<file path="config.mk">
export PLATFORM = sky130hd
export DESIGN_NAME = ex_stage
export DESIGN_NICKNAME = d
export VERILOG_FILES = /design/src/design/ex_op_pkg.sv /design/src/design/ex_cfg_pkg.sv /design/src/design/fu_issue_if.sv /design/src/design/ex_stage.sv /design/src/design/mult.sv /design/src/design/csr_buffer.sv /design/src/design/branch_unit.sv /design/src/design/alu.sv
export SDC_FILE = /design/constraint.sdc
export NUM_CORES = 2
export LEC_CHECK = 0
export BUFFER_PORTS_ARGS = -buffer_cell sky130_fd_sc_hd__buf_4
export CAP_MARGIN = 20
export CORE_UTILIZATION = 65
export DETAILED_ROUTE_END_ITERATION = 6
export PLACE_DENSITY = 0.95
export SYNTH_ARGS = -nofsm -noshare
export SYNTH_HDL_FRONTEND = slang
export SYNTH_SLANG_ARGS = --single-unit
</file>
<file path="constraint.sdc">
create_clock -name clk_i -period 9.3 [get_ports clk_i]
set_input_delay 0.93 -clock clk_i [delete_from_list [all_inputs] [get_ports clk_i]]
set_output_delay 0.93 -clock clk_i [all_outputs]
set_load 0.005 [all_outputs]
</file>
<file path="src/design/ex_op_pkg.sv">
// Operations of the fixed-latency units, encoded in 5 bits.
// ADD encodes as zero, so a silenced bundle reads as a harmless add.
package ex_op_pkg;

    typedef enum logic [4:0] {
        // ALU
        ADD = 5'd0, SUB, XORL, ORL, ANDL,
        SLL, SRL, SRA, SLTS, SLTU,
        // Branch comparisons and register jump
        EQ, NE, LTS, GES, LTU, GEU, JALR,
        // Multiplier
        MUL, MULH, MULHU, MULHSU,
        // CSR access
        CSR_RW
    } fu_op_e;

    // ------------------------------
    // Classification
    // ------------------------------
    // Conditional branches plus JALR
    function automatic logic is_branch_op(input fu_op_e op);
        return op inside {EQ, NE, LTS, GES, LTU, GEU, JALR};
    endfunction

    // Compares that treat operands as two's complement
    function automatic logic is_signed_op(input fu_op_e op);
        return op inside {SLTS, LTS, GES};
    endfunction

endpackage

</file>
<file path="src/design/ex_cfg_pkg.sv">
// Default widths for the execute stage. The top level overrides them through
// its parameters. CSR address width is fixed by the ISA.
package ex_cfg_pkg;

    // ------------------------------
    // Datapath defaults
    // ------------------------------
    // Data and PC width, RV32 by default
    localparam int unsigned XLEN_DEFAULT = 32;

    // Scoreboard entry ID width
    localparam int unsigned TRANS_ID_BITS_DEFAULT = 3;

    // ------------------------------
    // ISA constants
    // ------------------------------
    // Zicsr address field
    localparam int unsigned CSR_ADDR_BITS = 12;

    // Link address increments
    localparam int unsigned INSTR_BYTES  = 4;
    localparam int unsigned CINSTR_BYTES = 2;

    // Buffered CSR address as seen by commit
    typedef logic [CSR_ADDR_BITS-1:0] csr_addr_t;

endpackage
</file>
<file path="src/design/fu_issue_if.sv">
// Issue bundle shared by all fixed-latency units.
// One instance per silencing domain, driven by the stage only.
interface fu_issue_if import ex_cfg_pkg::*, ex_op_pkg::*; #(
    parameter int unsigned XLEN          = XLEN_DEFAULT,
    parameter int unsigned TRANS_ID_BITS = TRANS_ID_BITS_DEFAULT
) ();

    fu_op_e                   operation;
    logic [XLEN-1:0]          operand_a;
    logic [XLEN-1:0]          operand_b;
    logic [XLEN-1:0]          imm;
    // Scoreboard slot to write back to
    logic [TRANS_ID_BITS-1:0] trans_id;

    // Stage side
    modport issuer (output operation, operand_a, operand_b, imm, trans_id);

    // Functional unit side
    modport unit (input operation, operand_a, operand_b, imm, trans_id);

endinterface

</file>
<file path="src/design/ex_stage.sv">
// Fixed-latency part of the execute stage: ALU, branch, CSR buffer, multiplier.
// Issuer must not send ALU, branch or CSR work in the cycle after a multiply.
module ex_stage import ex_cfg_pkg::*, ex_op_pkg::*; #(
    parameter int unsigned XLEN          = XLEN_DEFAULT,
    parameter int unsigned TRANS_ID_BITS = TRANS_ID_BITS_DEFAULT
) (
    input  logic                     clk_i,
    input  logic                     rst_ni,
    input  logic                     flush_i,
    // Issue bundle
    input  fu_op_e                   operation_i,
    input  logic [XLEN-1:0]          operand_a_i,
    input  logic [XLEN-1:0]          operand_b_i,
    input  logic [XLEN-1:0]          imm_i,
    input  logic [TRANS_ID_BITS-1:0] trans_id_i,
    // Branch context
    input  logic [XLEN-1:0]          pc_i,
    input  logic                     is_compressed_i,
    input  logic                     predict_taken_i,
    input  logic [XLEN-1:0]          predict_target_i,
    // At most one per cycle
    input  logic                     alu_valid_i,
    input  logic                     branch_valid_i,
    input  logic                     csr_valid_i,
    input  logic                     mult_valid_i,
    // Shared write-back port
    output logic [XLEN-1:0]          flu_result_o,
    output logic [TRANS_ID_BITS-1:0] flu_trans_id_o,
    output logic                     flu_valid_o,
    output logic                     flu_ready_o,
    // Branch resolution
    output logic                     resolve_branch_o,
    output logic                     branch_taken_o,
    output logic [XLEN-1:0]          branch_target_o,
    output logic                     branch_mispredict_o,
    // CSR
    output csr_addr_t                csr_addr_o,
    input  logic                     csr_commit_i
);

    logic                     alu_sel;
    logic                     alu_branch_res;
    logic [XLEN-1:0]          alu_result;
    logic [XLEN-1:0]          branch_link;
    logic [XLEN-1:0]          csr_result;
    logic                     csr_ready;
    logic [XLEN-1:0]          mult_result;
    logic                     mult_valid;
    logic [TRANS_ID_BITS-1:0] mult_trans_id;

    fu_issue_if #(.XLEN(XLEN), .TRANS_ID_BITS(TRANS_ID_BITS)) raw_if ();
    fu_issue_if #(.XLEN(XLEN), .TRANS_ID_BITS(TRANS_ID_BITS)) alu_if ();
    fu_issue_if #(.XLEN(XLEN), .TRANS_ID_BITS(TRANS_ID_BITS)) mult_if ();

    // ------------------------------
    // Operand silencing
    // ------------------------------
    // Branch and CSR take raw data, branch path is timing critical
    assign raw_if.operation = operation_i;
    assign raw_if.operand_a = operand_a_i;
    assign raw_if.operand_b = operand_b_i;
    assign raw_if.imm       = imm_i;
    assign raw_if.trans_id  = trans_id_i;

    // ALU also does the branch compare
    assign alu_sel           = alu_valid_i | branch_valid_i;
    assign alu_if.operation  = alu_sel ? operation_i : ADD;
    assign alu_if.operand_a  = alu_sel ? operand_a_i : '0;
    assign alu_if.operand_b  = alu_sel ? operand_b_i : '0;
    assign alu_if.imm        = alu_sel ? imm_i : '0;
    assign alu_if.trans_id   = alu_sel ? trans_id_i : '0;

    // Multiplier array toggles only on its own issues
    assign mult_if.operation = mult_valid_i ? operation_i : ADD;
    assign mult_if.operand_a = mult_valid_i ? operand_a_i : '0;
    assign mult_if.operand_b = mult_valid_i ? operand_b_i : '0;
    assign mult_if.imm       = mult_valid_i ? imm_i : '0;
    assign mult_if.trans_id  = mult_valid_i ? trans_id_i : '0;

    // ------------------------------
    // Units
    // ------------------------------
    alu #(.XLEN(XLEN)) i_alu (
        .issue        (alu_if),
        .result_o     (alu_result),
        .branch_res_o (alu_branch_res)
    );

    branch_unit #(.XLEN(XLEN)) i_branch_unit (
        .issue            (raw_if),
        .branch_valid_i   (branch_valid_i),
        .pc_i             (pc_i),
        .is_compressed_i  (is_compressed_i),
        .predict_taken_i  (predict_taken_i),
        .predict_target_i (predict_target_i),
        .branch_res_i     (alu_branch_res),
        .link_o           (branch_link),
        .resolve_o        (resolve_branch_o),
        .taken_o          (branch_taken_o),
        .target_o         (branch_target_o),
        .mispredict_o     (branch_mispredict_o)
    );

    csr_buffer #(.XLEN(XLEN)) i_csr_buffer (
        .clk_i        (clk_i),
        .rst_ni       (rst_ni),
        .flush_i      (flush_i),
        .issue        (raw_if),
        .csr_valid_i  (csr_valid_i),
        .csr_commit_i (csr_commit_i),
        .csr_ready_o  (csr_ready),
        .csr_result_o (csr_result),
        .csr_addr_o   (csr_addr_o)
    );

    mult #(.XLEN(XLEN), .TRANS_ID_BITS(TRANS_ID_BITS)) i_mult (
        .clk_i        (clk_i),
        .rst_ni       (rst_ni),
        .flush_i      (flush_i),
        .issue        (mult_if),
        .mult_valid_i (mult_valid_i),
        .result_o     (mult_result),
        .valid_o      (mult_valid),
        .trans_id_o   (mult_trans_id)
    );

    // ------------------------------
    // Write-back
    // ------------------------------
    // Branch link is the fallback, multiply carries its own ID
    always_comb begin
        flu_result_o   = branch_link;
        flu_trans_id_o = trans_id_i;
        if (alu_valid_i) begin
            flu_result_o = alu_result;
        end else if (csr_valid_i) begin
            flu_result_o = csr_result;
        end else if (mult_valid) begin
            flu_result_o   = mult_result;
            flu_trans_id_o = mult_trans_id;
        end
    end

    assign flu_valid_o = alu_valid_i | branch_valid_i | csr_valid_i | mult_valid;
    // Multiplier never blocks, only a held CSR does
    assign flu_ready_o = csr_ready;

endmodule

</file>
<file path="src/design/mult.sv">
// Multiplier with one cycle of latency, never stalls.
// Flush kills the result of an issue in flight.
module mult import ex_cfg_pkg::*, ex_op_pkg::*; #(
    parameter int unsigned XLEN          = XLEN_DEFAULT,
    parameter int unsigned TRANS_ID_BITS = TRANS_ID_BITS_DEFAULT
) (
    input  logic                     clk_i,
    input  logic                     rst_ni,
    input  logic                     flush_i,
    fu_issue_if.unit                 issue,
    input  logic                     mult_valid_i,
    output logic [XLEN-1:0]          result_o,
    output logic                     valid_o,
    output logic [TRANS_ID_BITS-1:0] trans_id_o
);

    logic                     sign_a;
    logic                     sign_b;
    logic signed [XLEN:0]     opa_ext;
    logic signed [XLEN:0]     opb_ext;
    logic signed [2*XLEN+1:0] product;
    logic [XLEN-1:0]          word_d;
    logic [XLEN-1:0]          result_q;
    logic [TRANS_ID_BITS-1:0] trans_id_q;
    logic                     valid_q;

    // Operand signedness per operation, MUL low half is sign agnostic
    assign sign_a = issue.operation inside {MULH, MULHSU};
    assign sign_b = (issue.operation == MULH);

    // One extra bit turns every variant into a signed multiply
    assign opa_ext = {sign_a & issue.operand_a[XLEN-1], issue.operand_a};
    assign opb_ext = {sign_b & issue.operand_b[XLEN-1], issue.operand_b};
    assign product = opa_ext * opb_ext;

    assign word_d = (issue.operation == MUL) ? product[XLEN-1:0]
                                             : product[2*XLEN-1:XLEN];

    // ------------------------------
    // Output register
    // ------------------------------
    always_ff @(posedge clk_i or negedge rst_ni) begin
        if (!rst_ni) begin
            valid_q <= 1'b0;
        end else begin
            valid_q <= mult_valid_i & ~flush_i;
        end
    end

    always_ff @(posedge clk_i) begin
        if (mult_valid_i) begin
            result_q   <= word_d;
            trans_id_q <= issue.trans_id;
        end
    end

    assign result_o   = result_q;
    assign trans_id_o = trans_id_q;
    // A flush in the result cycle also drops it
    assign valid_o    = valid_q & ~flush_i;

endmodule

</file>
<file path="src/design/csr_buffer.sv">
// Single-entry CSR address buffer. Blocks further issue until commit or flush.
// The CSR value itself is read at commit, rs1 is forwarded as the result.
module csr_buffer import ex_cfg_pkg::*; #(
    parameter int unsigned XLEN = XLEN_DEFAULT
) (
    input  logic            clk_i,
    input  logic            rst_ni,
    input  logic            flush_i,
    fu_issue_if.unit        issue,
    input  logic            csr_valid_i,
    input  logic            csr_commit_i,
    output logic            csr_ready_o,
    output logic [XLEN-1:0] csr_result_o,
    output csr_addr_t       csr_addr_o
);

    logic      full_q;
    csr_addr_t addr_q;

    // Entry occupancy
    always_ff @(posedge clk_i or negedge rst_ni) begin
        if (!rst_ni) begin
            full_q <= 1'b0;
        end else if (flush_i || csr_commit_i) begin
            full_q <= 1'b0;
        end else if (csr_valid_i) begin
            full_q <= 1'b1;
        end
    end

    // Address comes from the immediate field of the CSR instruction
    always_ff @(posedge clk_i) begin
        if (csr_valid_i) begin
            addr_q <= issue.imm[CSR_ADDR_BITS-1:0];
        end
    end

    assign csr_ready_o  = ~full_q;
    assign csr_addr_o   = addr_q;
    // Written back in the issue cycle
    assign csr_result_o = issue.operand_a;

endmodule

</file>
<file path="src/design/branch_unit.sv">
// Combinational branch resolution against the frontend prediction.
// Takes raw operands, the ALU supplies the comparison outcome.
module branch_unit import ex_cfg_pkg::*, ex_op_pkg::*; #(
    parameter int unsigned XLEN = XLEN_DEFAULT
) (
    fu_issue_if.unit        issue,
    input  logic            branch_valid_i,
    input  logic [XLEN-1:0] pc_i,
    input  logic            is_compressed_i,
    input  logic            predict_taken_i,
    input  logic [XLEN-1:0] predict_target_i,
    // From the ALU comparator
    input  logic            branch_res_i,
    output logic [XLEN-1:0] link_o,
    output logic            resolve_o,
    output logic            taken_o,
    output logic [XLEN-1:0] target_o,
    output logic            mispredict_o
);

    logic            is_jalr;
    logic [XLEN-1:0] target_base;
    logic [XLEN-1:0] target_sum;

    assign is_jalr = (issue.operation == JALR);

    // ------------------------------
    // Target
    // ------------------------------
    // JALR jumps relative to rs1, branches relative to their own PC
    assign target_base = is_jalr ? issue.operand_a : pc_i;
    assign target_sum  = target_base + issue.imm;
    // JALR clears the LSB as the ISA requires
    assign target_o    = is_jalr ? {target_sum[XLEN-1:1], 1'b0} : target_sum;

    // Return address for JALR, written back as the result
    assign link_o = pc_i + XLEN'(is_compressed_i ? CINSTR_BYTES : INSTR_BYTES);

    // ------------------------------
    // Resolution
    // ------------------------------
    assign resolve_o = branch_valid_i;
    assign taken_o   = branch_valid_i & is_branch_op(issue.operation) & branch_res_i;

    // Wrong direction, or right direction but wrong destination
    always_comb begin
        mispredict_o = 1'b0;
        if (branch_valid_i) begin
            if (taken_o != predict_taken_i) begin
                mispredict_o = 1'b1;
            end else if (taken_o && (target_o != predict_target_i)) begin
                mispredict_o = 1'b1;
            end
        end
    end

endmodule

</file>
<file path="src/design/alu.sv">
// Single-cycle integer ALU, purely combinational.
// Branch outcome is only meaningful for branch operations, JALR is always taken.
module alu import ex_cfg_pkg::*, ex_op_pkg::*; #(
    parameter int unsigned XLEN = XLEN_DEFAULT
) (
    fu_issue_if.unit          issue,
    output logic [XLEN-1:0]   result_o,
    output logic              branch_res_o
);

    localparam int unsigned SHAMT_BITS = $clog2(XLEN);

    logic [XLEN-1:0]       opa;
    logic [XLEN-1:0]       opb;
    logic [SHAMT_BITS-1:0] shamt;
    logic                  op_eq;
    logic                  op_lt;

    assign opa   = issue.operand_a;
    assign opb   = issue.operand_b;
    // Only the low bits of rs2 count for shifts
    assign shamt = opb[SHAMT_BITS-1:0];

    // ------------------------------
    // Shared comparator
    // ------------------------------
    assign op_eq = (opa == opb);
    // One less-than serves SLT and all ordered branches
    assign op_lt = is_signed_op(issue.operation) ? ($signed(opa) < $signed(opb))
                                                 : (opa < opb);

    // Branch decision
    always_comb begin
        branch_res_o = 1'b0;
        if (is_branch_op(issue.operation)) begin
            unique case (issue.operation)
                EQ:       branch_res_o = op_eq;
                NE:       branch_res_o = ~op_eq;
                LTS, LTU: branch_res_o = op_lt;
                GES, GEU: branch_res_o = ~op_lt;
                default:  branch_res_o = 1'b1;  // JALR
            endcase
        end
    end

    // ------------------------------
    // Result
    // ------------------------------
    always_comb begin
        result_o = '0;
        case (issue.operation)
            ADD:        result_o = opa + opb;
            SUB:        result_o = opa - opb;
            XORL:       result_o = opa ^ opb;
            ORL:        result_o = opa | opb;
            ANDL:       result_o = opa & opb;
            SLL:        result_o = opa << shamt;
            SRL:        result_o = opa >> shamt;
            // Arithmetic shift keeps the sign of rs1
            SRA:        result_o = $unsigned($signed(opa) >>> shamt);
            SLTS, SLTU: result_o = {{(XLEN-1){1'b0}}, op_lt};
            default:    result_o = '0;
        endcase
    end

endmodule

</file>
# After elaboration in Yosys (flattened, before gate mapping)
# Index checks and enable logic that the tools add are counted.
dict set report op_classes {
  addsub 4
  n_mul 1
  magnitude_cmp 2
  n_eq_ne 29
  shifts 3
  muxes 25
  bitwise_logic 16
  reduce_logical 11
}
# operator n
set op_table {}
lappend op_table {{32-bit 2-to-1 mux} 9}
lappend op_table {{32-bit one-hot mux with 9 select lines} 1}
lappend op_table {{32-bit adder} 3}
lappend op_table {{5-bit by 4-bit equality test with 1-bit output (second input constant)} 14}
lappend op_table {{32-bit < comparator} 2}
lappend op_table {{33-bit by 33-bit multiplier with 64-bit output} 1}
lappend op_table {{32-bit AND} 1}
lappend op_table {{32-bit equality test} 1}
lappend op_table {{32-bit != test} 1}
lappend op_table {{32-bit bitwise OR} 1}
lappend op_table {{32-bit by 5-bit << shifter with 32-bit output} 1}
lappend op_table {{32-bit by 5-bit >> shifter with 32-bit output} 1}
lappend op_table {{32-bit by 5-bit >>> shifter with 32-bit output} 1}
lappend op_table {{32-bit subtractor} 1}
lappend op_table {{32-bit bitwise XOR} 1}
lappend op_table {{5-bit equality test (second input constant)} 5}
lappend op_table {{5-bit by 3-bit equality test with 1-bit output (second input constant)} 4}
lappend op_table {{7-bit nonzero test} 2}
lappend op_table {{3-bit 2-to-1 mux} 4}
lappend op_table {{5-bit by 2-bit equality test with 1-bit output (second input constant)} 2}
lappend op_table {{5-bit 2-to-1 mux} 2}
lappend op_table {{1-bit 2-to-1 mux} 8}
lappend op_table {{1-bit AND} 6}
lappend op_table {{2-bit OR reduction} 3}
lappend op_table {{10 further kinds} 16}
dict set report word_totals {
  reg_bits 49
  inputBits 178
  output_inout_bits 84
  word_cells 96
}

# Longest topological paths before layout
dict set report depth {
  ltp_word 13
  mapped_depth 35
  depth_no_buf 31
}

# Cells and area by module
# A second synthesis with hierarchy kept.
dict set report hier_totals {
  cells_unflattened 6525
  area_unflattened_um2 54787.5
}
# module instances cells_each area_per_inst_um2 seq_area_each_um2
set modules_own_cells {}
lappend modules_own_cells {mult 1 4354 39476.6 1076.0}
lappend modules_own_cells {alu 1 1267 8629.5 0.0}
lappend modules_own_cells {branch_unit 1 473 3383.2 0.0}
lappend modules_own_cells {ex_stage 1 383 2655.0 0.0}
lappend modules_own_cells {csr_buffer 1 48 643.1 385.4}

# Worst setup path before layout
# OpenSTA, ideal clock, no wires.
dict set report synth_timing {
  path_kind {input -> register}
  start {in operand_b_i[0]}
  end {reg i_mult.result_q[31] (netlist: i_mult.result_o[31]) (data pin)}
  setup_ps 271
  arrival_time_ps 9327
  required_time_ps 9029
  setup_slack_ps -297
  path_stages 32
  path_buffers 6
  path_cell_list {buf_2 > buf_1 > buf_2 > buf_2 > clkbuf_1 > and2_1 > nand2_1 > inv_1 > fa_1 > inv_1 > fa_1 > inv_1 > fa_1 > inv_1 > fa_1 > inv_1 > fa_1 > fa_1 > inv_1 > fa_1 > fa_1 > inv_1 > ha_1 > clkbuf_1 > a21oi_1 > inv_1 > or4_1 > a2111oi_0 > o31ai_1 > o22ai_1 > xnor2_1 > a21oi_1}
}
dict set report synth_between {
  elab_chain_len 3
}
# item line
set synth_lines {}
lappend synth_lines {{from (decl)} ex_stage.sv:13} ;# input logic [XLEN-1:0] operand_b_i,
lappend synth_lines {{32-bit 2-to-1 mux} ex_stage.sv:76} ;# assign mult_if.operand_b = mult_valid_i ? operand_b_i : '0;
lappend synth_lines {{33-bit by 33-bit multiplier with 64-bit output} mult.sv:34} ;# assign product = opa_ext * opb_ext;
lappend synth_lines {{32-bit 2-to-1 mux} mult.sv:36} ;# assign word_d = (issue.operation == MUL) ? product[XLEN-1:0]
lappend synth_lines {{net i_mult.word_d[31]} mult.sv:22} ;# logic [XLEN-1:0] word_d;
lappend synth_lines {{to (signal assigned)} mult.sv:52} ;# result_q <= word_d;
lappend synth_lines {{to (decl)} mult.sv:23} ;# logic [XLEN-1:0] result_q;
# The timed path passes the listed nets, and every way through them passes these cells.
# A chain may end at the register's enable or synchronous reset.

# Worst setup path in the final report
dict set report layout_timing {
  start {in mult_valid_i}
  end {reg i_mult.result_q[31] (netlist: i_mult.result_o[31]) (data pin)}
}
dict set report layout_between {
  elab_chain_len 6
  elab_cells_between_ends 11
  classes_between {mul (1); eq/ne (3); mux (4); bitwise (2); reduce/logical (1)}
}
# item line
set layout_lines {}
lappend layout_lines {{from (decl)} ex_stage.sv:25} ;# input logic mult_valid_i,
lappend layout_lines {{5-bit 2-to-1 mux} ex_stage.sv:74} ;# assign mult_if.operation = mult_valid_i ? operation_i : ADD;
lappend layout_lines {{5-bit equality test, on equally long branches} {mult.sv:28, mult.sv:29}}
lappend layout_lines {{2-bit nonzero test} mult.sv:28} ;# assign sign_a = issue.operation inside {MULH, MULHSU};
lappend layout_lines {{1-bit AND} mult.sv:32} ;# assign opa_ext = {sign_a & issue.operand_a[XLEN-1], issue.operand_a};
lappend layout_lines {{33-bit by 33-bit multiplier with 64-bit output} mult.sv:34}
lappend layout_lines {{32-bit 2-to-1 mux *} mult.sv:36}
lappend layout_lines {{net i_mult.word_d[31]} mult.sv:22}
# Mark *: on every way through the listed nets, which the timed path passes. The rest lies on a longest branch.

==> reports/qor.csv <==
metric,value,unit
Rows,104,
sequential share of the synthesized area,2.75,%
Clk Tree Root Cell,clkbuf_16,
Final nets,8199,
Simple-Gate Fraction of Synth Area,17.4,%
largest family of logic cells by synthesized area,adder cells,
Synth cell types,94,
placed wire-length estimate,170,mm
Startpoint Class,primary input,
Post-DRT Antenna Nets,0,
multi-input logic area,0.0453,sq mm
Max stage delay on crit path,0.57,ns
first-pass GRT wire length,322,mm
syn avg cell area,8.18,sq um
CTS buffer count,5,
Max Root-Sink Buffers,2,
Hold Path Class,primary input to asynchronous set/reset pin,
vias in the first global route,54300,
synth warn,0,
H-tree depth,2,
Synth top area share,42.5,%
Crit Path Category,primary input to register,
DRC,69,
layout cells sized above 1,9.49,%
Post-Synthesis Cell Area,0.0532,sq mm
crit path capture type,register,
compound-gate portion of the synthesized area,11.9,%
WL/cell,28.2,um
Crit-path slowest cell,fa_1,
Final Setup Violations,0,
relative slew slack,21.9,%
required time worst endpoint,9.35,ns
Critical Path Fanout Max,48,
Skew-Pair Late Insertion Delay,0.32,ns
fin util,70.7,%
multiplexer share of the synthesized area,2.33,%
max-slew violations,0,
"FF+latch count, synth",49,
top-count cell post-synth,inv_1,
Tcrit/Tclk final,98.4,%
run status,finished with violations,
Fill cells,5802,
design area,0.0572,sq mm
Initial Util,65.8,%
Pre-Repair DR Iteration Count,7,
Crit path top cell by count,fa_1,
"CTS clk-pin slew, worst paths",0.09,ns
DR iter-0 viols,7627,
grt ovf,0,
xor/xnor share of the synthesized area,2.74,%
Synth area leaders,"fa_1 42%, inv_1 9.0%, ha_1 8.0%, nand2_1 7.0%, and3_1 3.9%",
via count,52100,
Post-Synth Adder-Cell Area,50.5,%
Max Cap Viol,0,
Die ar.,0.0830,sq mm
IO buf count,261,
Yosys top cell by area,fa_1,
CORE AREA,0.0808,sq mm
Total Wirelength,215,mm
setup_tns,0,ns
Area after DPL,0.0569,sq mm
Final Skew,0,ns
GRT Overall Usage,52.4,%
gpl congestion,1.12,
CTS Sinks,49,
failing checks,design-rule violations,
post-CTS setup buffers,0,
TritonCTS clock tree,built,
syn_nets,8154,
I/O pin count,262,
Post-synth EDFFs,47,
Synth async-reset ratio,4.08,%
fmax,109,MHz
Die Y,288,um
pin count of the biggest net entering global routing,113,
Die X,288,um
Area Overhead vs Synth,7.46,%
Vias per Instance,6.82,
CP arrival,9.20,ns
register area,0.00146,sq mm
Final min period,9.15,ns
Fin. Hold Viols,0,
Worst Max-Slew Pin Slew,1.17,ns
Post-Synthesis Cells,6505,
"Top FF cell, synth",edfxtp_1,
initial antenna violation count,32,
most frequent cells after synthesis,"1281 x inv_1, 1129 x fa_1, 985 x nand2_1, 408 x clkbuf_1, 342 x ha_1",
[worst max-delay path: cells and delay by family]
| kind | cells | cell delay [ns] |
|---|---|---|
| XOR/XNOR | 1 | 0.15 |
| AND/OR/NAND/NOR | 2 | 0.29 |
| adder cells (fa/ha/maj) | 9 | 4.37 |
| AO/OA/AOI/OAI | 10 | 2.06 |
| buffers and inverters | 8 | 1.30 |
[repair_timing]
| action | in CTS | in global routing |
|---|---|---|
| hold buffers | 0 | 0 |
| resized for setup | 0 | 15 |
| setup endpoints to repair | 0 | 11 |
[cell families after synthesis]
| group | after synthesis |
|---|---|
| flops | 49 |
| simple gates | 2014 |
| compound gates | 971 |
| mux | 106 |
| xor+xnor | 160 |
| fa+ha+maj | 1471 |
| buf+inv | 1734 |
[final timing paths]
kind                                                 startpoint                               to  cells past startpoint  slack, ns
worst max register to register  i_csr_buffer.full_q$_DFFE_PN0P_  i_csr_buffer.full_q$_DFFE_PN0P_                      2       8.63
max in group asynchronous                                rst_ni         i_mult.valid_q$_DFF_PN0_                      1       8.83
worst min register to register  i_csr_buffer.full_q$_DFFE_PN0P_  i_csr_buffer.full_q$_DFFE_PN0P_                      2       0.56
worst max-delay path                               mult_valid_i    i_mult.result_o[31]$_DFFE_PP_                     30       0.15
worst min-delay path                                     rst_ni  i_csr_buffer.full_q$_DFFE_PN0P_                      1       0.38
min in group clk_i              i_csr_buffer.full_q$_DFFE_PN0P_  i_csr_buffer.full_q$_DFFE_PN0P_                      2       0.56
[metal layers]
layer | wire length [um] | vias to the layer above | track usage (%)
met5 | 182 | - | 0
met4 | 21600 | 26 | 39.3
li1 | - | 20600 | -
met3 | 34800 | 1617 | 21.3
met2 | 89700 | 4872 | 75.5
met1 | 69100 | 24900 | 63.0
[area by class of cell]
type                            count  area share [%]
Multi-Input combinational cell   4722            79.3
Inverter                         1284            8.45
Timing Repair Buffer              488            6.99
Sequential cell                    49            2.56
Tap cell                         1060            2.32
Clock buffer                        5           0.219
Antenna cell                       28           0.123
Clock inverter                      3          0.0591
[placed cells by master, fill, tap and decap left out, types with 46 or more instances in the layout]
cell / synthesis / final
xnor2_1: 94 / 94
a21o_1: 69 / 69
and3_1: 329 / 327
mux2_2: 51 / 51
nor2_1: 306 / 304
o21ai_0: 180 / 179
inv_1: 1281 / 1276
a21oi_1: 283 / 283
ha_1: 342 / 342
nor3_1: 60 / 58
nand3_1: 99 / 99
buf_4: 1 / 460
nand2_1: 985 / 983
fa_1: 1129 / 1125
edfxtp_1: 47 / 47
xor2_1: 62 / 62
a211oi_1: 64 / 62
mux2i_1: 46 / 46
[sequential cells by signal (all words and copies together), names as in the netlist]
signal and count:
i_mult.result_o 32, i_csr_buffer.csr_addr_o 12, i_mult.trans_id_o 3, i_csr_buffer.full_q 1
i_mult.valid_q 1
[stage by stage]
stage / instances / hold WS, ns / worst slack (ns)
6_report: 7639 / 0.381 / 0.153
5_1_grt: 7617 / 0.387 / -0.0204
2_1_floorplan: 6505 / 0.513 / 0.0105
3_5_place_dp: 7602 / 0.542 / -0.0506
3_3_place_gp: 7602 / 0.529 / 0.164
4_1_cts: 7610 / 0.381 / 0.256
Power is left out: the tool's default activity adds up to more than one toggle a clock period on the data nets, which glitch-free logic cannot reach.
